==> src/design/soc_pkg.sv <==
`default_nettype none

package soc_pkg;

   // Bus fields
   typedef logic [31:0] wb_adr_t;
   typedef logic [31:0] wb_dat_t;
   typedef logic [3:0]  wb_sel_t;

   // Slave select from address bits 31:28
   typedef logic [3:0] region_t;

   localparam region_t REGION_RAM   = 4'h0;
   localparam region_t REGION_IO    = 4'h4;
   localparam region_t REGION_TIMER = 4'h8;

   localparam int RAM_WORDS = 256;

   typedef logic [$clog2(RAM_WORDS)-1:0] ram_idx_t; // Word index from adr[9:2]

   // I/O block word offsets in adr[3:2]
   localparam logic [1:0] IO_GPIO  = 2'd0;
   localparam logic [1:0] IO_PRINT = 2'd1;
   localparam logic [1:0] IO_HALT  = 2'd2;

   // Timer word offsets in adr[2]
   localparam logic TMR_MTIME    = 1'b0;
   localparam logic TMR_MTIMECMP = 1'b1;

   typedef enum logic [1:0] {
      ARB_IDLE,
      ARB_FETCH,
      ARB_DATA
   } arb_state_t;

endpackage

`default_nettype wire

==> src/design/wb_bus_if.sv <==
`timescale 1ns/1ps
`default_nettype none

interface wb_bus_if import soc_pkg::*; ();

   wb_adr_t adr;
   wb_dat_t dat;
   wb_sel_t sel;
   logic    we;
   logic    cyc;
   logic    stb;
   wb_dat_t rdt;
   logic    ack;

   modport master (output adr, dat, sel, we, cyc, stb,
                   input  rdt, ack);

   modport slave  (input  adr, dat, sel, we, cyc, stb,
                   output rdt, ack);

   // Read-only instruction side
   modport fetch  (input  adr, cyc, stb,
                   output rdt, ack);

endinterface

`default_nettype wire

==> src/design/wb_intercon.sv <==
`timescale 1ns/1ps
`default_nettype none

module wb_intercon import soc_pkg::*; (
   input  logic      wb_clk,
   input  logic      i_rst_n,
   wb_bus_if.fetch   ibus,
   wb_bus_if.slave   dbus,
   wb_bus_if.master  ram_bus,
   wb_bus_if.master  tmr_bus,
   wb_bus_if.master  io_bus
);

   arb_state_t grant;

   // Request of the granted master
   wb_adr_t m_adr;
   wb_dat_t m_dat;
   wb_sel_t m_sel;
   logic    m_we;
   logic    m_cyc;
   logic    m_stb;

   region_t region;
   logic    hit_ram;
   logic    hit_io;
   logic    hit_tmr;
   logic    unmapped;

   wb_dat_t s_rdt;
   logic    s_ack;
   logic    unm_ack;

   always_comb begin
      m_adr = dbus.adr;
      m_dat = dbus.dat;
      m_sel = dbus.sel;
      m_we  = 1'b0;
      m_cyc = 1'b0;
      m_stb = 1'b0;
      case (grant)
         ARB_DATA: begin
            m_we  = dbus.we;
            m_cyc = dbus.cyc;
            m_stb = dbus.stb;
         end
         ARB_FETCH: begin
            m_adr = ibus.adr;
            m_dat = '0;
            m_sel = '1;         // Instruction fetch reads whole words
            m_cyc = ibus.cyc;
            m_stb = ibus.stb;
         end
         default: ;
      endcase
   end

   assign region   = m_adr[31:28];
   assign hit_ram  = (region == REGION_RAM);
   assign hit_io   = (region == REGION_IO);
   assign hit_tmr  = (region == REGION_TIMER);
   assign unmapped = !(hit_ram || hit_io || hit_tmr);

   // Request fields fan out and strobes go to one slave only
   assign ram_bus.adr = m_adr;
   assign ram_bus.dat = m_dat;
   assign ram_bus.sel = m_sel;
   assign ram_bus.we  = m_we;
   assign ram_bus.cyc = m_cyc && hit_ram;
   assign ram_bus.stb = m_stb && hit_ram;

   assign tmr_bus.adr = m_adr;
   assign tmr_bus.dat = m_dat;
   assign tmr_bus.sel = m_sel;
   assign tmr_bus.we  = m_we;
   assign tmr_bus.cyc = m_cyc && hit_tmr;
   assign tmr_bus.stb = m_stb && hit_tmr;

   assign io_bus.adr = m_adr;
   assign io_bus.dat = m_dat;
   assign io_bus.sel = m_sel;
   assign io_bus.we  = m_we;
   assign io_bus.cyc = m_cyc && hit_io;
   assign io_bus.stb = m_stb && hit_io;

   // Answer unmapped accesses one cycle later
   always_ff @(posedge wb_clk) begin
      if (!i_rst_n)
         unm_ack <= 1'b0;
      else
         unm_ack <= m_cyc && m_stb && unmapped && !unm_ack;
   end

   always_comb begin
      s_rdt = '0;
      s_ack = unm_ack;
      if (hit_ram) begin
         s_rdt = ram_bus.rdt;
         s_ack = ram_bus.ack;
      end else if (hit_io) begin
         s_rdt = io_bus.rdt;
         s_ack = io_bus.ack;
      end else if (hit_tmr) begin
         s_rdt = tmr_bus.rdt;
         s_ack = tmr_bus.ack;
      end
   end

   always_ff @(posedge wb_clk) begin
      if (!i_rst_n) begin
         grant <= ARB_IDLE;
      end else begin
         case (grant)
            ARB_IDLE: begin
               if (dbus.cyc && dbus.stb)      // Data bus has priority
                  grant <= ARB_DATA;
               else if (ibus.cyc && ibus.stb)
                  grant <= ARB_FETCH;
            end
            default: begin
               if (s_ack || !m_cyc)           // Done or master gave up
                  grant <= ARB_IDLE;
            end
         endcase
      end
   end

   assign dbus.rdt = (grant == ARB_DATA)  ? s_rdt : '0;
   assign dbus.ack = (grant == ARB_DATA)  && s_ack;
   assign ibus.rdt = (grant == ARB_FETCH) ? s_rdt : '0;
   assign ibus.ack = (grant == ARB_FETCH) && s_ack;

endmodule

`default_nettype wire

==> src/flat_wrapper.sv <==
// flat-port wrapper written by rule: the top's interface ports become plain ports
module wb_intercon_flat import soc_pkg::*;
  (wb_clk, i_rst_n, ibus_adr, ibus_cyc, ibus_stb, ibus_rdt, ibus_ack, dbus_adr, dbus_dat, dbus_sel, dbus_we, dbus_cyc, dbus_stb, dbus_rdt, dbus_ack, ram_bus_adr, ram_bus_dat, ram_bus_sel, ram_bus_we, ram_bus_cyc, ram_bus_stb, ram_bus_rdt, ram_bus_ack, tmr_bus_adr, tmr_bus_dat, tmr_bus_sel, tmr_bus_we, tmr_bus_cyc, tmr_bus_stb, tmr_bus_rdt, tmr_bus_ack, io_bus_adr, io_bus_dat, io_bus_sel, io_bus_we, io_bus_cyc, io_bus_stb, io_bus_rdt, io_bus_ack);
  wb_bus_if ibus_i ();
  wb_bus_if dbus_i ();
  wb_bus_if ram_bus_i ();
  wb_bus_if tmr_bus_i ();
  wb_bus_if io_bus_i ();
  input  logic wb_clk;
  input  logic i_rst_n;
  input wire logic [$bits(ibus_i.adr)-1:0] ibus_adr;
  input wire logic [$bits(ibus_i.cyc)-1:0] ibus_cyc;
  input wire logic [$bits(ibus_i.stb)-1:0] ibus_stb;
  output wire logic [$bits(ibus_i.rdt)-1:0] ibus_rdt;
  output wire logic [$bits(ibus_i.ack)-1:0] ibus_ack;
  input wire logic [$bits(dbus_i.adr)-1:0] dbus_adr;
  input wire logic [$bits(dbus_i.dat)-1:0] dbus_dat;
  input wire logic [$bits(dbus_i.sel)-1:0] dbus_sel;
  input wire logic [$bits(dbus_i.we)-1:0] dbus_we;
  input wire logic [$bits(dbus_i.cyc)-1:0] dbus_cyc;
  input wire logic [$bits(dbus_i.stb)-1:0] dbus_stb;
  output wire logic [$bits(dbus_i.rdt)-1:0] dbus_rdt;
  output wire logic [$bits(dbus_i.ack)-1:0] dbus_ack;
  output wire logic [$bits(ram_bus_i.adr)-1:0] ram_bus_adr;
  output wire logic [$bits(ram_bus_i.dat)-1:0] ram_bus_dat;
  output wire logic [$bits(ram_bus_i.sel)-1:0] ram_bus_sel;
  output wire logic [$bits(ram_bus_i.we)-1:0] ram_bus_we;
  output wire logic [$bits(ram_bus_i.cyc)-1:0] ram_bus_cyc;
  output wire logic [$bits(ram_bus_i.stb)-1:0] ram_bus_stb;
  input wire logic [$bits(ram_bus_i.rdt)-1:0] ram_bus_rdt;
  input wire logic [$bits(ram_bus_i.ack)-1:0] ram_bus_ack;
  output wire logic [$bits(tmr_bus_i.adr)-1:0] tmr_bus_adr;
  output wire logic [$bits(tmr_bus_i.dat)-1:0] tmr_bus_dat;
  output wire logic [$bits(tmr_bus_i.sel)-1:0] tmr_bus_sel;
  output wire logic [$bits(tmr_bus_i.we)-1:0] tmr_bus_we;
  output wire logic [$bits(tmr_bus_i.cyc)-1:0] tmr_bus_cyc;
  output wire logic [$bits(tmr_bus_i.stb)-1:0] tmr_bus_stb;
  input wire logic [$bits(tmr_bus_i.rdt)-1:0] tmr_bus_rdt;
  input wire logic [$bits(tmr_bus_i.ack)-1:0] tmr_bus_ack;
  output wire logic [$bits(io_bus_i.adr)-1:0] io_bus_adr;
  output wire logic [$bits(io_bus_i.dat)-1:0] io_bus_dat;
  output wire logic [$bits(io_bus_i.sel)-1:0] io_bus_sel;
  output wire logic [$bits(io_bus_i.we)-1:0] io_bus_we;
  output wire logic [$bits(io_bus_i.cyc)-1:0] io_bus_cyc;
  output wire logic [$bits(io_bus_i.stb)-1:0] io_bus_stb;
  input wire logic [$bits(io_bus_i.rdt)-1:0] io_bus_rdt;
  input wire logic [$bits(io_bus_i.ack)-1:0] io_bus_ack;
  assign ibus_i.adr = ibus_adr;
  assign ibus_i.cyc = ibus_cyc;
  assign ibus_i.stb = ibus_stb;
  assign ibus_rdt = ibus_i.rdt;
  assign ibus_ack = ibus_i.ack;
  assign dbus_i.adr = dbus_adr;
  assign dbus_i.dat = dbus_dat;
  assign dbus_i.sel = dbus_sel;
  assign dbus_i.we = dbus_we;
  assign dbus_i.cyc = dbus_cyc;
  assign dbus_i.stb = dbus_stb;
  assign dbus_rdt = dbus_i.rdt;
  assign dbus_ack = dbus_i.ack;
  assign ram_bus_adr = ram_bus_i.adr;
  assign ram_bus_dat = ram_bus_i.dat;
  assign ram_bus_sel = ram_bus_i.sel;
  assign ram_bus_we = ram_bus_i.we;
  assign ram_bus_cyc = ram_bus_i.cyc;
  assign ram_bus_stb = ram_bus_i.stb;
  assign ram_bus_i.rdt = ram_bus_rdt;
  assign ram_bus_i.ack = ram_bus_ack;
  assign tmr_bus_adr = tmr_bus_i.adr;
  assign tmr_bus_dat = tmr_bus_i.dat;
  assign tmr_bus_sel = tmr_bus_i.sel;
  assign tmr_bus_we = tmr_bus_i.we;
  assign tmr_bus_cyc = tmr_bus_i.cyc;
  assign tmr_bus_stb = tmr_bus_i.stb;
  assign tmr_bus_i.rdt = tmr_bus_rdt;
  assign tmr_bus_i.ack = tmr_bus_ack;
  assign io_bus_adr = io_bus_i.adr;
  assign io_bus_dat = io_bus_i.dat;
  assign io_bus_sel = io_bus_i.sel;
  assign io_bus_we = io_bus_i.we;
  assign io_bus_cyc = io_bus_i.cyc;
  assign io_bus_stb = io_bus_i.stb;
  assign io_bus_i.rdt = io_bus_rdt;
  assign io_bus_i.ack = io_bus_ack;
  wb_intercon u_core (.wb_clk(wb_clk), .i_rst_n(i_rst_n), .ibus(ibus_i), .dbus(dbus_i), .ram_bus(ram_bus_i), .tmr_bus(tmr_bus_i), .io_bus(io_bus_i));
endmodule
==> config.mk <==
export PLATFORM = sky130hd
export DESIGN_NAME = wb_intercon_flat
export DESIGN_NICKNAME = d
export VERILOG_FILES = /design/src/design/soc_pkg.sv /design/src/design/wb_bus_if.sv /design/src/design/wb_intercon.sv /design/src/flat_wrapper.sv
export SDC_FILE = /design/constraint.sdc
export NUM_CORES = 1
export LEC_CHECK = 0
export ABC_AREA = 1
export BUFFER_PORTS_ARGS = -buffer_cell sky130_fd_sc_hd__buf_2
export CAP_MARGIN = 20
export CORE_AREA = 2 2 189 191
export CTS_BUF_LIST = sky130_fd_sc_hd__clkbuf_4 sky130_fd_sc_hd__clkbuf_8
export CTS_CLUSTER_SIZE = 8
export DETAILED_ROUTE_END_ITERATION = 6
export DIE_AREA = 0 0 191 193
export PLACE_DENSITY = 0.45
export SYNTH_ARGS = -nofsm -noshare
export SYNTH_HDL_FRONTEND = slang
export SYNTH_SLANG_ARGS = --single-unit
==> constraint.sdc <==
create_clock -name wb_clk -period 2.1 [get_ports wb_clk]
set_input_delay 0 -clock wb_clk [delete_from_list [all_inputs] [get_ports wb_clk]]
set_output_delay 0 -clock wb_clk [all_outputs]
set_load 0.005 [all_outputs]
**Word-level counts from Yosys, hierarchy flattened**

Index checks and enable logic that the tools add are counted.

- Flip-flop bits (word level): 3
- Input bits: 206
- Word-level logic and storage cells: 48

- Equality and inequality tests: 5
- Multiplexer cells: 18
- Reductions and logical operators: 23

Operator list:

| operator | number |
|---|---|
| 32-bit 2-to-1 mux | 7 |
| 1-bit logical AND | 13 |
| 2-bit 2-to-1 mux | 4 |
| 4-bit by 3-bit equality test with 1-bit output, second input constant | 1 |
| 4-bit equality test, second input constant | 1 |
| 4-bit zero test | 1 |
| 1-bit 2-to-1 mux | 4 |
| 4-bit 2-to-1 mux | 1 |
| 1-bit case mux with 2 select lines | 2 |
| 1-bit zero test | 3 |
| 1-bit logical OR | 3 |
| 3-bit by 1-bit inequality test with 1-bit output, second input constant | 1 |
| 2-bit by 1-bit equality test with 1-bit output, second input constant | 1 |
| 2-bit equality test, second input constant | 1 |
| 2-bit zero test | 1 |
| 2-bit AND reduction | 1 |
| 2-bit nonzero test | 1 |

**Depth between registers and ports, before layout**

Gate-level depths: netlist of run 1.

- Depth after elaboration: 9
- Mapped depth: 14
- Mapped depth without buffers: 14

**Least setup slack after synthesis of run 1**

No wires, ideal clock.

- Path kind: register to register
- Start: register u_core.grant[1]
- End: register u_core.grant[1]
- Setup time: 0.114 ns
- Arrival time: 1.566 ns
- Slack: 0.420 ns
- Cell stages (with the launch flop): 14
- Path buffers: 1
- Clock period less this slack: 1.680 ns
- Cell sequence: dfxtp_1 inv_1 ha_1 buf_6 nand2_2 nand2_2 nor2_4 nand2_4 nor2_8 nand2_1 nand3_2 nand2_1 nand2_1 a21oi_2

- Longest elaborated chain between the ends: 9
- Elaborated cells between the ends (all ways): 17
- Classes of those cells: eq/ne (5); mux (6); reduce/logical (6)

RTL lines:

| item | line | text |
|---|---|---|
| start: declaration | wb_intercon.sv:14 | `arb_state_t grant;` |
| start signal: assignment | wb_intercon.sv:111 | `grant <= ARB_IDLE;` |
| start signal: assignment | wb_intercon.sv:116 | `grant <= ARB_DATA;` |
| start signal: assignment | wb_intercon.sv:118 | `grant <= ARB_FETCH;` |
| 2-bit by 1-bit equality test with 1-bit output (*) | wb_intercon.sv:41 | `case (grant)` |
| 32-bit 2-to-1 mux (*) | wb_intercon.sv:41 |  |
| net io_bus_adr[29] | flat_wrapper.sv:40 | `output wire logic [$bits(io_bus_i.adr)-1:0] io_bus_adr;` |
| 4-bit equality test | wb_intercon.sv:61 | `assign hit_tmr = (region == REGION_TIMER);` |
| 1-bit 2-to-1 mux | wb_intercon.sv:103 | `end else if (hit_tmr) begin` |
| 1-bit 2-to-1 mux | wb_intercon.sv:100 | `end else if (hit_io) begin` |
| 1-bit 2-to-1 mux (*) | wb_intercon.sv:97 | `if (hit_ram) begin` |
| 1-bit logical OR (*) | wb_intercon.sv:121 | `if (s_ack \|\| !m_cyc)` |
| 2-bit nonzero test (no source line) (*) | - |  |
| 2-bit AND reduction (no source line) (*) | - |  |

The timed path passes the listed nets; every way through them passes the cells marked *.
A chain may end at the register's enable or synchronous reset.

**Final worst setup path of run 1**

- Start: register u_core.grant[1]
- End: output port dbus_rdt[31]

- Longest elaborated chain between the ends: 7
- Elaborated cells between the ends (all ways): 10
- Classes of those cells: eq/ne (4); mux (5); reduce/logical (1)

RTL lines:

| item | line | text |
|---|---|---|
| 2-bit by 1-bit equality test with 1-bit output | wb_intercon.sv:41 |  |
| 32-bit 2-to-1 mux | wb_intercon.sv:41 |  |
| 4-bit equality test | wb_intercon.sv:61 |  |
| 32-bit 2-to-1 mux | wb_intercon.sv:103 |  |
| 32-bit 2-to-1 mux | wb_intercon.sv:100 |  |
| 32-bit 2-to-1 mux | wb_intercon.sv:97 |  |
| 32-bit 2-to-1 mux (*) | wb_intercon.sv:128 | `assign dbus.rdt = (grant == ARB_DATA) ? s_rdt : '0;` |
| end: declaration | flat_wrapper.sv:22 | `output wire logic [$bits(dbus_i.rdt)-1:0] dbus_rdt;` |

Every way passes the cells marked *; elsewhere a longest branch is shown, timed or not.

==> results of run 1 <==
==> metrics by stage <==
step / worst slack (ns) / power [uW] / util, % / hold slack, ns / cells
2_1_floorplan: 0.420 / 1100 / - / 0.0817 / 651
3_3_place_gp: 0.196 / 1600 / 15.0 / 0.257 / 1443
3_5_place_dp: 0.189 / 1590 / 15.0 / 0.263 / 1443
4_1_cts: -0.0146 / 1780 / 15.2 / 0.0367 / 1447
5_1_grt: -0.156 / 2020 / 16.2 / 0.0319 / 1454
6_report: -0.0185 / 1850 / 16.2 / 0.0362 / 1454
==> cell usage after synthesis, drive strengths merged <==
master / number
o21bai: 1
dfxtp: 3
nor3: 1
a21boi: 1
o22ai: 2
ha: 3
nand3: 70
o21ai: 1
inv: 111
buf: 156
nand2: 238
a21oi: 2
clkbuf: 12
nor2: 45
or2: 4
clkinv: 1
==> registers in the layout, summed over array words and instances, names as in the netlist <==
signal,flops
u_core.grant,2
u_core.unm_ack,1
==> where the power goes <==
group | leakage, uW | internal, uW | switching [uW]
combinational | 0.00405 | 697 | 912
clock | 0.0000262 | 142 | 35.0
sequential | 0.0000249 | 61.6 | 3.50
total | 0.00411 | 901 | 950
==> worst paths after layout <==
check | start | endpoint
min reg2reg | u_core.unm_ack | u_core.unm_ack
max | u_core.grant[1] | dbus_rdt[31]
min | i_rst_n | u_core.grant[0]
max reg2reg | u_core.grant[1] | u_core.grant[1]
==> area by class of cell <==
class / instances / area share [%]
repair buffers: 506 / 47.6
multi-input cells: 368 / 32.8
well taps: 461 / 10.2
inverters: 112 / 7.49
flip-flops and latches: 3 / 1.08
clock buffers: 4 / 0.861
==> worst register-to-register path, delay by kind of cell, from the launching register on <==
kind	cells	cell delay (ns)
AND/OR/NAND/NOR	9	0.87
buffers and inverters	4	0.43
flip-flops	1	0.32
adder cells (fa/ha/maj)	1	0.22
AO/OA/AOI/OAI	1	0.05
==> per-layer routing <==
layer	track usage [%]	part of all wire [%]
met1	10.1	38
met5	0	0
met4	0.954	0.44
met2	17.1	53
met3	0.796	7.9
==> cell usage in the layout (no fill, tap or decap), drive strengths merged <==
master / synthesis / layout
buf: 156 / 504
nand2: 238 / 238
inv: 111 / 111
nand3: 70 / 70
nor2: 45 / 45
clkbuf: 12 / 6
or2: 4 / 4
dfxtp: 3 / 3
ha: 3 / 3
o22ai: 2 / 2
a21oi: 2 / 2
clkinv: 1 / 1
a21boi: 1 / 1
o21ai: 1 / 1
o21bai: 1 / 1
nor3: 1 / 1
==> timing repair <==
item                                    CTS  global route
endpoints found under the setup margin   18            64
cloned                                    0             3
resized for setup                         3            69
hold buffers                              0             0
setup buffers                             0             4
pin swaps                                 0            19
==> cell families (layout without fill, tap and decap cells) <==
kind of cell	Yosys count	in the layout
and+or+nand+nor	358	358
adders and majority gates	3	3
DFF	3	3
AOI/OAI and AO/OA	7	7
buffers and inverters	280	622
==> metrics.md, run 1 <==
| Metric | Value |
|---|---|
| Share of layout cells above drive strength 1 | `59.5%` |
| CTS tree | `done` |
| Post-DP HPWL | `16.1 mm` |
| Final slew viol count | `0` |
| Register area | `61.3 sq um` |
| Worst-path maximum fanout | `8` |
| Initial antenna violation count | `0` |
| Slew headroom | `69.1%` |
| Stages on worst setup path | `14` |
| Final setup violation count | `15` |
| Area Growth Syn to Fin | `72.7%` |
| 1st-iter DRT viols | `162` |
| Failing checks | `negative setup slack` |
| Die span in x | `191 microns` |
| Complex-gate fraction of the synthesized area | `1.41%` |
| Hold Crit Depth | `3` |
| Max_cap viols | `0` |
| Top Ports | `485` |
| Antenna diodes | `0` |
| CP endpoint kind | `primary output` |
| Critical-path cell list | `inv_2 -> ha_4 -> inv_4 -> nand2_2 -> nand2_2 -> nor2_4 -> nand2_4 -> nor2_8 -> buf_8 -> nand2_1 -> nand3_1 -> nand2_1 -> inv_1 -> buf_2` |
| RD Place Congestion | `0.875` |
| Post-synthesis xor/xnor area fraction | `0%` |
| Setup Skew | `0.000142 ns` |
| Setup CP Type | `flip-flop to primary output` |
| Syn avg cell area | `5.04 sq um` |
| Vias per cell | `3.40` |
| Syn_nets | `860` |
| Unrepaired setup endpoints after global routing | `true` |
| Sum Neg Setup Slack | `-0.115 ns` |
| First-pass GRT wire length | `23.8 mm` |
| Worst-Skew Late Latency | `0.21 ns` |
| Post-Synth Adder-Cell Area | `1.14%` |
| Hold WC Path Type | `input port to flip-flop` |
| Syn Inst Count | `651` |
| TritonCTS Sinks | `3` |
| Initial Util | `9.39%` |
| Total wire length | `19.4 mm` |
| IO Port Bufs | `484` |
| Multi-input logic area | `1860 sq um` |
| Vias in the first global route | `4107` |
| CTS clk-pin slew, worst paths | `0.03 ns` |
| Worst EP required | `2.10 ns` |
| Vias after detailed routing | `4947` |
| Syn. warnings | `0` |
| Critical Path Start Type | `flip-flop` |
| Final worst path period share | `101%` |
| Placed instance area | `5260 sq um` |
| Synth top area share | `32.3%` |
| Total congestion overflow | `0` |
| Nets | `1203` |
| 1st-pass router iterations | `4` |
| Hold Vio Cnt, Final | `0` |
| Num CTS Buffers | `3` |
| Clock root buffer | `clkbuf_8` |
| Largest net degree at the start of global routing | `69` |
| Crit-path max cell delay | `0.32 ns` |
| Worst vdd ir | `0.135 mV` |
| Row count | `69` |
| CTS Buffer Depth | `2` |
| F_max | `472 MHz` |
| Status | `finished, violations left` |
| Post-Synth Simple-Gate Area | `46.2%` |
| Crit path max-delay cell type | `dfxtp_2` |
| Die height | `193 microns` |
| Area leader, netlist | `buf_4` |
| # DRC | `0` |
| WL/cell | `13.4 microns` |
| Fin area | `5670 sq um` |
| CORE AREA | `35000 sq um` |
| Final worst slack | `-0.0185 ns` |
| PD cells | `327 nW/um^2` |
| Crit path buf inv count | `5` |
| Arrival @ worst endpoint | `2.12 ns` |
| Slew @ Worst Pin | `0.463 ns` |
| Total track usage | `8.58%` |
| Synth Register Bits | `3` |
| Antenna Violating Nets Remaining | `0` |
| Netlist cell types | `26` |
| Period minus WS final | `2.12 ns` |
| Synth top area cells | `buf_4 (32%), nand2_1 (26%), inv_1 (12%), nand3_1 (10%), nor2_1 (4.8%)` |
| Leakage | `0.00411 uW` |
| Largest family of logic cells by synthesized area | `buffers and inverters` |
| H-tree depth | `1` |
| # fillers | `4127` |
| Reg2Reg Depth | `15` |
| Post-Syn Area | `3280 sq um` |
| Sequential share of the synthesized area | `1.83%` |
| Post-synthesis mux area share | `0%` |
| CP top delay family | `simple AND/OR/NAND/NOR gates` |
| Worst R2R Setup Slack | `0.11 ns` |
| Die footprint | `36900 sq um` |
No activity file was read; power rests on OpenSTA's default activity.
==> inputs of run 2 (changes only) <==
--- a/config.mk
+++ b/config.mk
@@ -5,14 +5,13 @@
 export SDC_FILE = /design/constraint.sdc
 export NUM_CORES = 1
 export LEC_CHECK = 0
-export ABC_AREA = 1
 export BUFFER_PORTS_ARGS = -buffer_cell sky130_fd_sc_hd__buf_2
 export CAP_MARGIN = 20
-export CORE_AREA = 2 2 189 191
+export CORE_AREA = 2 2 186 188
 export CTS_BUF_LIST = sky130_fd_sc_hd__clkbuf_4 sky130_fd_sc_hd__clkbuf_8
 export CTS_CLUSTER_SIZE = 8
 export DETAILED_ROUTE_END_ITERATION = 6
-export DIE_AREA = 0 0 191 193
+export DIE_AREA = 0 0 188 190
 export PLACE_DENSITY = 0.45
 export SYNTH_ARGS = -nofsm -noshare
 export SYNTH_HDL_FRONTEND = slang
==> run 2 against run 1 <==
Against the previous run:
- the run now ends clean
- highest routed layer unchanged
- clock skew up 0.0021 ns
- non-clock buffer count rose by 16
- largest cell class unchanged
- die area is 3.1% lower
- via count down 14%
- area after synthesis is 6.6% lower
- sequential power down 3.5%
==> metrics.md, run 2 <==
| Metric | Value |
|---|---|
| Nets | `1014 (-16%)` |
| # fillers | `3923 (-4.9%)` |
| Final worst path period share | `99.4% (-1.5 points)` |
| Largest register FFs | `2 (unchanged)` |
| Slew @ Worst Pin | `0.446 ns (-0.0171 ns)` |
| PD cells | `259 nW/um^2 (-21%)` |
| Clock root buffer | `clkbuf_8` |
| Top flop regs | `u_core.grant: 2 flops, u_core.unm_ack: 1 flops` |
| Max_cap viols | `0 (unchanged)` |
| Final worst slack | `0.0131 ns (+0.0316 ns)` |
| Hold WC Path Type | `input port to flip-flop` |
| Int Pwr | `817 uW (-9.3%)` |
| Crit path to | `ibus_rdt[9]` |
| Setup Skew | `0.00220 ns (+0.00206 ns)` |
| Commonest non-fill, non-tap cell in the layout | `buf_2` |
| Synth top area share | `33.8% (+1.5 points)` |
| Worst-Skew Late Latency | `0.21 ns (about the same)` |
| Stages on worst setup path | `11 (-3)` |
| Num CTS Buffers | `3 (unchanged)` |
| Post-synth EDFFs | `0 (unchanged)` |
| Total wire length | `16.0 mm (-18%)` |
| Area Growth Syn to Fin | `78.9%` |
| Initial Util | `9.03% (-0.36 points)` |
| Initial antenna violation count | `0 (unchanged)` |
| IO Port Bufs | `484 (unchanged)` |
| Most used DFF post-synth | `dfxtp_1` |
| 1st-pass router iterations | `4 (unchanged)` |
| Worst vdd ir | `0.155 mV (+15%)` |
| CTS tree | `done` |
| Crit path max-delay cell type | `dfxtp_2` |
| Unrepaired setup endpoints after global routing | `true` |
| Most frequent cells in the layout | `buf_2 (484), nor2_1 (65), nand2_1 (36)` |
| Post-DP HPWL | `13.6 mm (-15%)` |
| Period minus WS final | `2.09 ns (-0.0316 ns)` |
| # DRC | `0 (unchanged)` |
| Worst r2r dst | `u_core.grant[1]` |
| Die span in x | `188 microns (-1.6%)` |
| Hold Vio Cnt, Final | `0 (unchanged)` |
| Fin area | `5480 sq um (-3.2%)` |
| Register area | `62.6 sq um (+2.0%)` |
| F_max | `479 MHz (+1.5%)` |
| Sequential share of the synthesized area | `1.96% (+0.13 points)` |
| Final slew viol count | `0 (unchanged)` |
| Critical-path cell list | `inv_2 -> ha_4 -> mux2i_4 -> inv_4 -> buf_12 -> buf_16 -> mux2i_1 -> o2bb2ai_1 -> nand2_1 -> nor2_1 -> buf_2` |
| Synth cell count leaders | `buf_4 (138), nor2_1 (71), nand2_1 (36), mux2i_1 (33)` |
| Final setup violation count | `0 (-15)` |
| Worst-path maximum fanout | `8 (unchanged)` |
| Die height | `190 microns (-1.6%)` |
| CTS Buffer Depth | `2 (unchanged)` |
| Leakage | `0.00299 uW (-27%)` |
| Syn_nets | `654 (-24%)` |
| Arrival @ worst endpoint | `2.09 ns (-0.03 ns)` |
| Top Ports | `485 (unchanged)` |
| Syn avg cell area | `6.89 sq um (+37%)` |
| Vias in the first global route | `3706 (-9.8%)` |
| Syn. warnings | `0 (unchanged)` |
| Syn Inst Count | `445 (-32%)` |
| Crit path from | `u_core.grant[1]` |
| Vias after detailed routing | `4230 (-14%)` |
| Worst R2R Setup Slack | `0.04 ns (-0.07 ns)` |
| CP top delay family | `buffers and inverters` |
| Most numerous cell in the Yosys netlist | `buf_4` |
| Clock power share | `12.6% (+3.0 points)` |
| Netlist cell types | `34 (+31%)` |
| Comb power frac | `83.0% (-3.9 points)` |
| NetSw | `603 uW (-37%)` |
| Multi-input logic area | `1910 sq um (+2.9%)` |
| Area leader, netlist | `buf_4` |
| Reg2Reg Depth | `9 (-6)` |
| 1st-iter DRT viols | `162 (unchanged)` |
| Status | `complete, no violations` |
| Critical Path Start Type | `flip-flop` |
| Total track usage | `7.64% (-0.94 points)` |
| CORE AREA | `33900 sq um (-2.9%)` |
| Total congestion overflow | `0 (unchanged)` |
| Crit path buf inv count | `5 (unchanged)` |
| Row count | `68 (-1.4%)` |
| Switching Share | `42.5% (-8.9 points)` |
| Sequential share of power | `4.4% (+0.9 points)` |
| H-tree depth | `1 (unchanged)` |
| Synth top area cells | `buf_4 (34%), mux2_2 (11%), mux2i_1 (11%), o2bb2ai_1 (9.1%), nor2_1 (8.7%)` |
| CTS clk-pin slew, worst paths | `0.03 ns (about the same)` |
| CP endpoint kind | `primary output` |
| Worst EP required | `2.10 ns (about the same)` |
| Crit-path max cell delay | `0.31 ns (about the same)` |
| Vias per cell | `3.36 (-1.2%)` |
| Antenna diodes | `0 (unchanged)` |
| Placed instance area | `5160 sq um (-1.8%)` |
| Largest net degree at the start of global routing | `69 (unchanged)` |
| Synth Register Bits | `3 (unchanged)` |
| Antenna Violating Nets Remaining | `0 (unchanged)` |
| Die footprint | `35700 sq um (-3.1%)` |
| TritonCTS Sinks | `3 (unchanged)` |
| Setup CP Type | `flip-flop to primary output` |
| Worst r2r src | `u_core.grant[1]` |
| First-pass GRT wire length | `21.4 mm (-9.9%)` |
| RD Place Congestion | `0.845 (-3.4%)` |
| Slew headroom | `70.2% (+1.1 points)` |
| Post-Syn Area | `3070 sq um (-6.6%)` |
| Share of layout cells above drive strength 1 | `72.6% (+13 points)` |
| Ys async rst share | `0% (unchanged)` |
| Most flop-heavy register | `u_core.grant` |
| WL/cell | `12.7 microns (-5.0%)` |
| DP Worst Slack | `0.0431 ns (-0.146 ns)` |
run 2: logic make-up after synthesis:
logic type | Yosys count | synth area share, %
mux | 64 | 22.5
flops | 3 | 1.96
fa+ha+maj | 3 | 1.22
buf+inv | 173 | 38.7
simple gates | 159 | 23.7
compound gates | 43 | 12.0
run 2: worst reg2reg max path, stage by stage (launching register included):
cell	delay, ns
dfxtp_2	0.31
inv_2	0.07
ha_4	0.19
buf_4	0.13
nor3b_4	0.18
buf_4	0.14
o22ai_1	0.07
a32o_2	0.25
or4_4	0.50
a21boi_1	0.13
run 2: what timing repair did:
action	in CTS	in global routing
gates cloned	1	1
hold buffers	0	0
setup buffers	12	3
gates resized for setup	10	17
pin swaps	8	29
endpoints found under the setup margin	57	70
run 2: layer usage:
metal,share of wire (%),vias up,global-route usage [%]
met5,0,-,0
met4,0.94,0,0.787
met3,8.1,10,1.01
met2,48,253,12.7
met1,43,1907,10.8
li1,-,2060,-
run 2: layout make-up:
type / instances / share of cell area (%)
inverter: 6 / 0.456
tap: 455 / 10.4
multi-input combinational: 269 / 34.8
sequential: 3 / 1.14
clock buffer: 4 / 0.890
timing repair buffer: 522 / 52.3
run 2: stage by stage:
stage | total power [uW] | util (%) | TNS, ns | hold slack, ns | std cells
floorplan | 780 | - | 0 | 0.105 | 445
global placement | 1170 | 15.2 | 0 | 0.282 | 1238
detailed placement | 1170 | 15.2 | 0 | 0.278 | 1238
CTS | 1400 | 15.8 | -0.00616 | 0.0540 | 1255
global route | 1540 | 16.2 | -3.83 | 0.0617 | 1259
finish | 1420 | 16.2 | 0 | 0.0508 | 1259
run 2: power by group through the flow:
stage               Clock (uW)  Combinational [uW]  Sequential [uW]
floorplan                    0                 717             62.6
global placement             0                1110             63.5
detailed placement           0                1100             63.6
CTS                        182                1160             62.7
global route               189                1290             63.0
finish                     178                1180             62.8
run 2: how the worst min path moves through the flow:
| stage | startpoint | to | slack (ns) | cells past startpoint |
|---|---|---|---|---|
| after CTS | i_rst_n | u_core.grant[0] | 0.05 | 2 |
| after global placement | i_rst_n | u_core.grant[1] | 0.28 | 2 |
| after detailed placement | i_rst_n | u_core.grant[0] | 0.28 | 2 |
| final | i_rst_n | u_core.grant[0] | 0.05 | 2 |
| after floorplan | dbus_sel[0] | io_bus_sel[0] | 0.10 | 1 |
| after global routing | i_rst_n | u_core.grant[0] | 0.06 | 2 |
==> inputs of run 3 (changes only) <==
--- a/config.mk
+++ b/config.mk
@@ -7,12 +7,13 @@
 export LEC_CHECK = 0
 export BUFFER_PORTS_ARGS = -buffer_cell sky130_fd_sc_hd__buf_2
 export CAP_MARGIN = 20
-export CORE_AREA = 2 2 186 188
+export CORE_AREA = 2 2 190 192
 export CTS_BUF_LIST = sky130_fd_sc_hd__clkbuf_4 sky130_fd_sc_hd__clkbuf_8
-export CTS_CLUSTER_SIZE = 8
+export CTS_CLUSTER_SIZE = 40
 export DETAILED_ROUTE_END_ITERATION = 6
-export DIE_AREA = 0 0 188 190
+export DIE_AREA = 0 0 192 194
 export PLACE_DENSITY = 0.45
+export SLEW_MARGIN = 10
 export SYNTH_ARGS = -nofsm -noshare
 export SYNTH_HDL_FRONTEND = slang
 export SYNTH_SLANG_ARGS = --single-unit
==> constraint.sdc (replaced) <==
create_clock -name wb_clk -period 1.7 [get_ports wb_clk]
set_input_delay 0 -clock wb_clk [delete_from_list [all_inputs] [get_ports wb_clk]]
set_output_delay 0 -clock wb_clk [all_outputs]
set_load 0.005 [all_outputs]
==> run 3 against run 2 <==
Against the previous run:
- highest routed layer unchanged
- non-clock buffer count rose by 39
- routed wire length up 26%
- sequential share of layout area fell by 0.20 points
- cell area up 22%
- die area rose by 4.3%
- the run now ends with negative setup slack left
- core utilization rose by 2.8 points
- clock power grew 28%
- global-route usage grew 1.4 points
- via count is 6.8% higher
- largest cell class unchanged
- critical endpoint is now u_core.grant[0]
==> metrics.md, run 3 (synthesized netlist as in run 2, its figures left out) <==
| Metric | Value |
|---|---|
| Status | `finished, violations left` |
| Failing checks | `negative setup slack` |
| Critical Path Start Type | `flip-flop` |
| Worst r2r dst | `u_core.grant[0]` |
| Most flop-heavy register | `u_core.grant` |
| CP top delay family | `compound AO/OA/AOI/OAI gates` |
| CTS clk-pin slew, worst paths | `0.03 ns (about the same)` |
| PD cells | `331 nW/um^2 (+28%)` |
| Hold path endpoint | `u_core.grant[0]` |
| Hold_ws | `0.0570 ns (+0.00622 ns)` |
| Slew @ Worst Pin | `0.333 ns (-0.113 ns)` |
| # DRC | `0 (unchanged)` |
| Vias after detailed routing | `4516 (+6.8%)` |
| Total wire length | `20.1 mm (+26%)` |
| RD Place Congestion | `0.853 (+0.97%)` |
| CP endpoint kind | `flip-flop` |
| Register area | `62.6 sq um (unchanged)` |
| Area Growth Syn to Fin | `118%` |
| WL/cell | `15.4 microns (+21%)` |
| CORE AREA | `35200 sq um (+3.8%)` |
| Final worst path period share | `127%` |
| Crit-path max cell delay | `0.35 ns (+0.04 ns)` |
| Antenna Violating Nets Remaining | `0 (unchanged)` |
| Worst R2R Setup Slack | `-0.46 ns (-0.50 ns)` |
| Top flop regs | `u_core.grant: 2 flops, u_core.unm_ack: 1 flops` |
| Worst r2r src | `u_core.grant[1]` |
| F_max | `463 MHz` |
| Row count | `69 (+1.5%)` |
| Worst EP required | `1.80 ns (-0.30 ns)` |
| Slew headroom | `77.4% (+7.2 points)` |
| Die span in x | `192 microns (+2.1%)` |
| 1st-pass router iterations | `4 (unchanged)` |
| Hold WC Path Type | `input port to flip-flop` |
| # fillers | `3972 (+1.2%)` |
| Unrepaired setup endpoints after global routing | `true` |
| Initial Util | `8.70% (-0.33 points)` |
| Hold Crit Depth | `2 (unchanged)` |
| Initial antenna violation count | `1 (+1)` |
| Die height | `194 microns (+2.1%)` |
| Leakage | `0.00358 uW (+20%)` |
| Nets | `1053 (+3.8%)` |
| Vias in the first global route | `4193 (+13%)` |
| Total congestion overflow | `0 (unchanged)` |
| Crit path max-delay cell type | `o311a_1` |
| Num CTS Buffers | `3 (unchanged)` |
| Top Ports | `485 (unchanged)` |
| Final worst slack | `-0.461 ns (-0.474 ns)` |
| Total track usage | `9.07% (+1.4 points)` |
| Max_cap viols | `0 (unchanged)` |
| Largest net degree at the start of global routing | `34 (-51%)` |
| Hold wc startpoint | `i_rst_n` |
| CTS tree | `done` |
| Hold Vio Cnt, Final | `0 (unchanged)` |
| Worst-path maximum fanout | `4 (-4)` |
| Clock root buffer | `clkbuf_8` |
| Worst vdd ir | `0.145 mV (-6.3%)` |
| H-tree depth | `1 (unchanged)` |
| Final slew viol count | `0 (unchanged)` |
| Share of layout cells above drive strength 1 | `81.1% (+8.5 points)` |
| Post-DP HPWL | `15.5 mm (+14%)` |
| Worst-Skew Late Latency | `0.22 ns (about the same)` |
| Period minus WS final | `2.16 ns` |
| CTS Buffer Depth | `2 (unchanged)` |
| Commonest non-fill, non-tap cell in the layout | `buf_2` |
| Setup CP Type | `flip-flop to flip-flop` |
| Most frequent cells in the layout | `buf_2 (465), nor2_1 (61), buf_6 (39)` |
| Vias per cell | `3.46 (+3.0%)` |
| Critical-path cell list | `inv_2 -> ha_4 -> buf_4 -> buf_6 -> nor3b_4 -> or2_4 -> a32o_2 -> o311a_1 -> o221a_2` |
| DP Worst Slack | `-0.301 ns (-0.344 ns)` |
| TritonCTS Sinks | `3 (unchanged)` |
| Reg2Reg Depth | `9 (unchanged)` |
| IO Port Bufs | `484 (unchanged)` |
| First-pass GRT wire length | `25.5 mm (+19%)` |
| Multi-input logic area | `2420 sq um (+27%)` |
| Crit path buf inv count | `3 (-2)` |
| 1st-iter DRT viols | `168 (+3.7%)` |
| Hold_buf cts | `0 (unchanged)` |
| Setup Skew | `0.00280 ns (+0.000594 ns)` |
| Die footprint | `37200 sq um (+4.3%)` |
| Largest register FFs | `2 (unchanged)` |
| Final setup violation count | `161 (+161)` |
| Arrival @ worst endpoint | `2.26 ns (+0.17 ns)` |
-- run 3: changes by cell type in the layout (fill, tap and decap cells not counted), sizes merged --
cell,change
clkbuf,+2
buf,+36
diode,+1
bufbuf,+1
-- run 3: stage by stage --
stage / power [uW] / TNS (ns) / utilization [%] / std cells / cell area, sq um
2_1_floorplan: 979 / -5.26 / - / 445 / 3120
3_3_place_gp: 1520 / -11.63 / 15.2 / 1269 / 5370
3_5_place_dp: 1520 / -13.33 / 15.2 / 1269 / 5370
4_1_cts: 2010 / -34.27 / 17.3 / 1287 / 6090
5_1_grt: 2370 / -41.24 / 19.0 / 1305 / 6680
6_report: 2210 / -28.40 / 19.0 / 1305 / 6680
-- run 3: worst max-delay path by stage --
stage,startpoint,end,depth (start not counted)
3_3_place_gp,u_core.grant[1],u_core.grant[0],8
5_1_grt,u_core.grant[1],dbus_rdt[27],12
3_5_place_dp,u_core.grant[1],u_core.grant[0],8
2_1_floorplan,u_core.grant[1],u_core.grant[0],9
4_1_cts,u_core.grant[1],u_core.grant[0],9
6_report,u_core.grant[1],u_core.grant[0],9
-- run 3: repair_timing --
item	in CTS	in global routing
endpoints found under the setup margin	200	219
resized for setup	109	95
gates cloned	5	5
pin swaps	41	16
endpoints found under the hold margin	0	0
setup buffers	12	15
-- run 3: where the power goes --
group	internal [uW]	leakage, uW	switching, uW	total, uW
Combinational	1040	0.00353	859	1900
Clock	176	0.0000262	51.6	228
Sequential	74.6	0.0000253	2.53	77.1
-- run 3: final cells by class --
class / count / share of cell area, %
timing repair buffer: 561 / 53.1
clock buffer: 4 / 0.730
sequential: 3 / 0.936
antenna: 1 / 0.0375
inverter: 6 / 0.412
multi-input combinational: 269 / 36.2
tap: 461 / 8.63
-- run 3: metal layers --
metal,up-vias,share of wire [%],GRT usage (%),wire length (microns)
li1,2139,-,-,-
met1,2062,39,10.7,7820
met2,300,53,17.8,10700
met3,15,7.1,0.941,1430
met4,0,0.56,1.02,113
met5,-,0,0,0
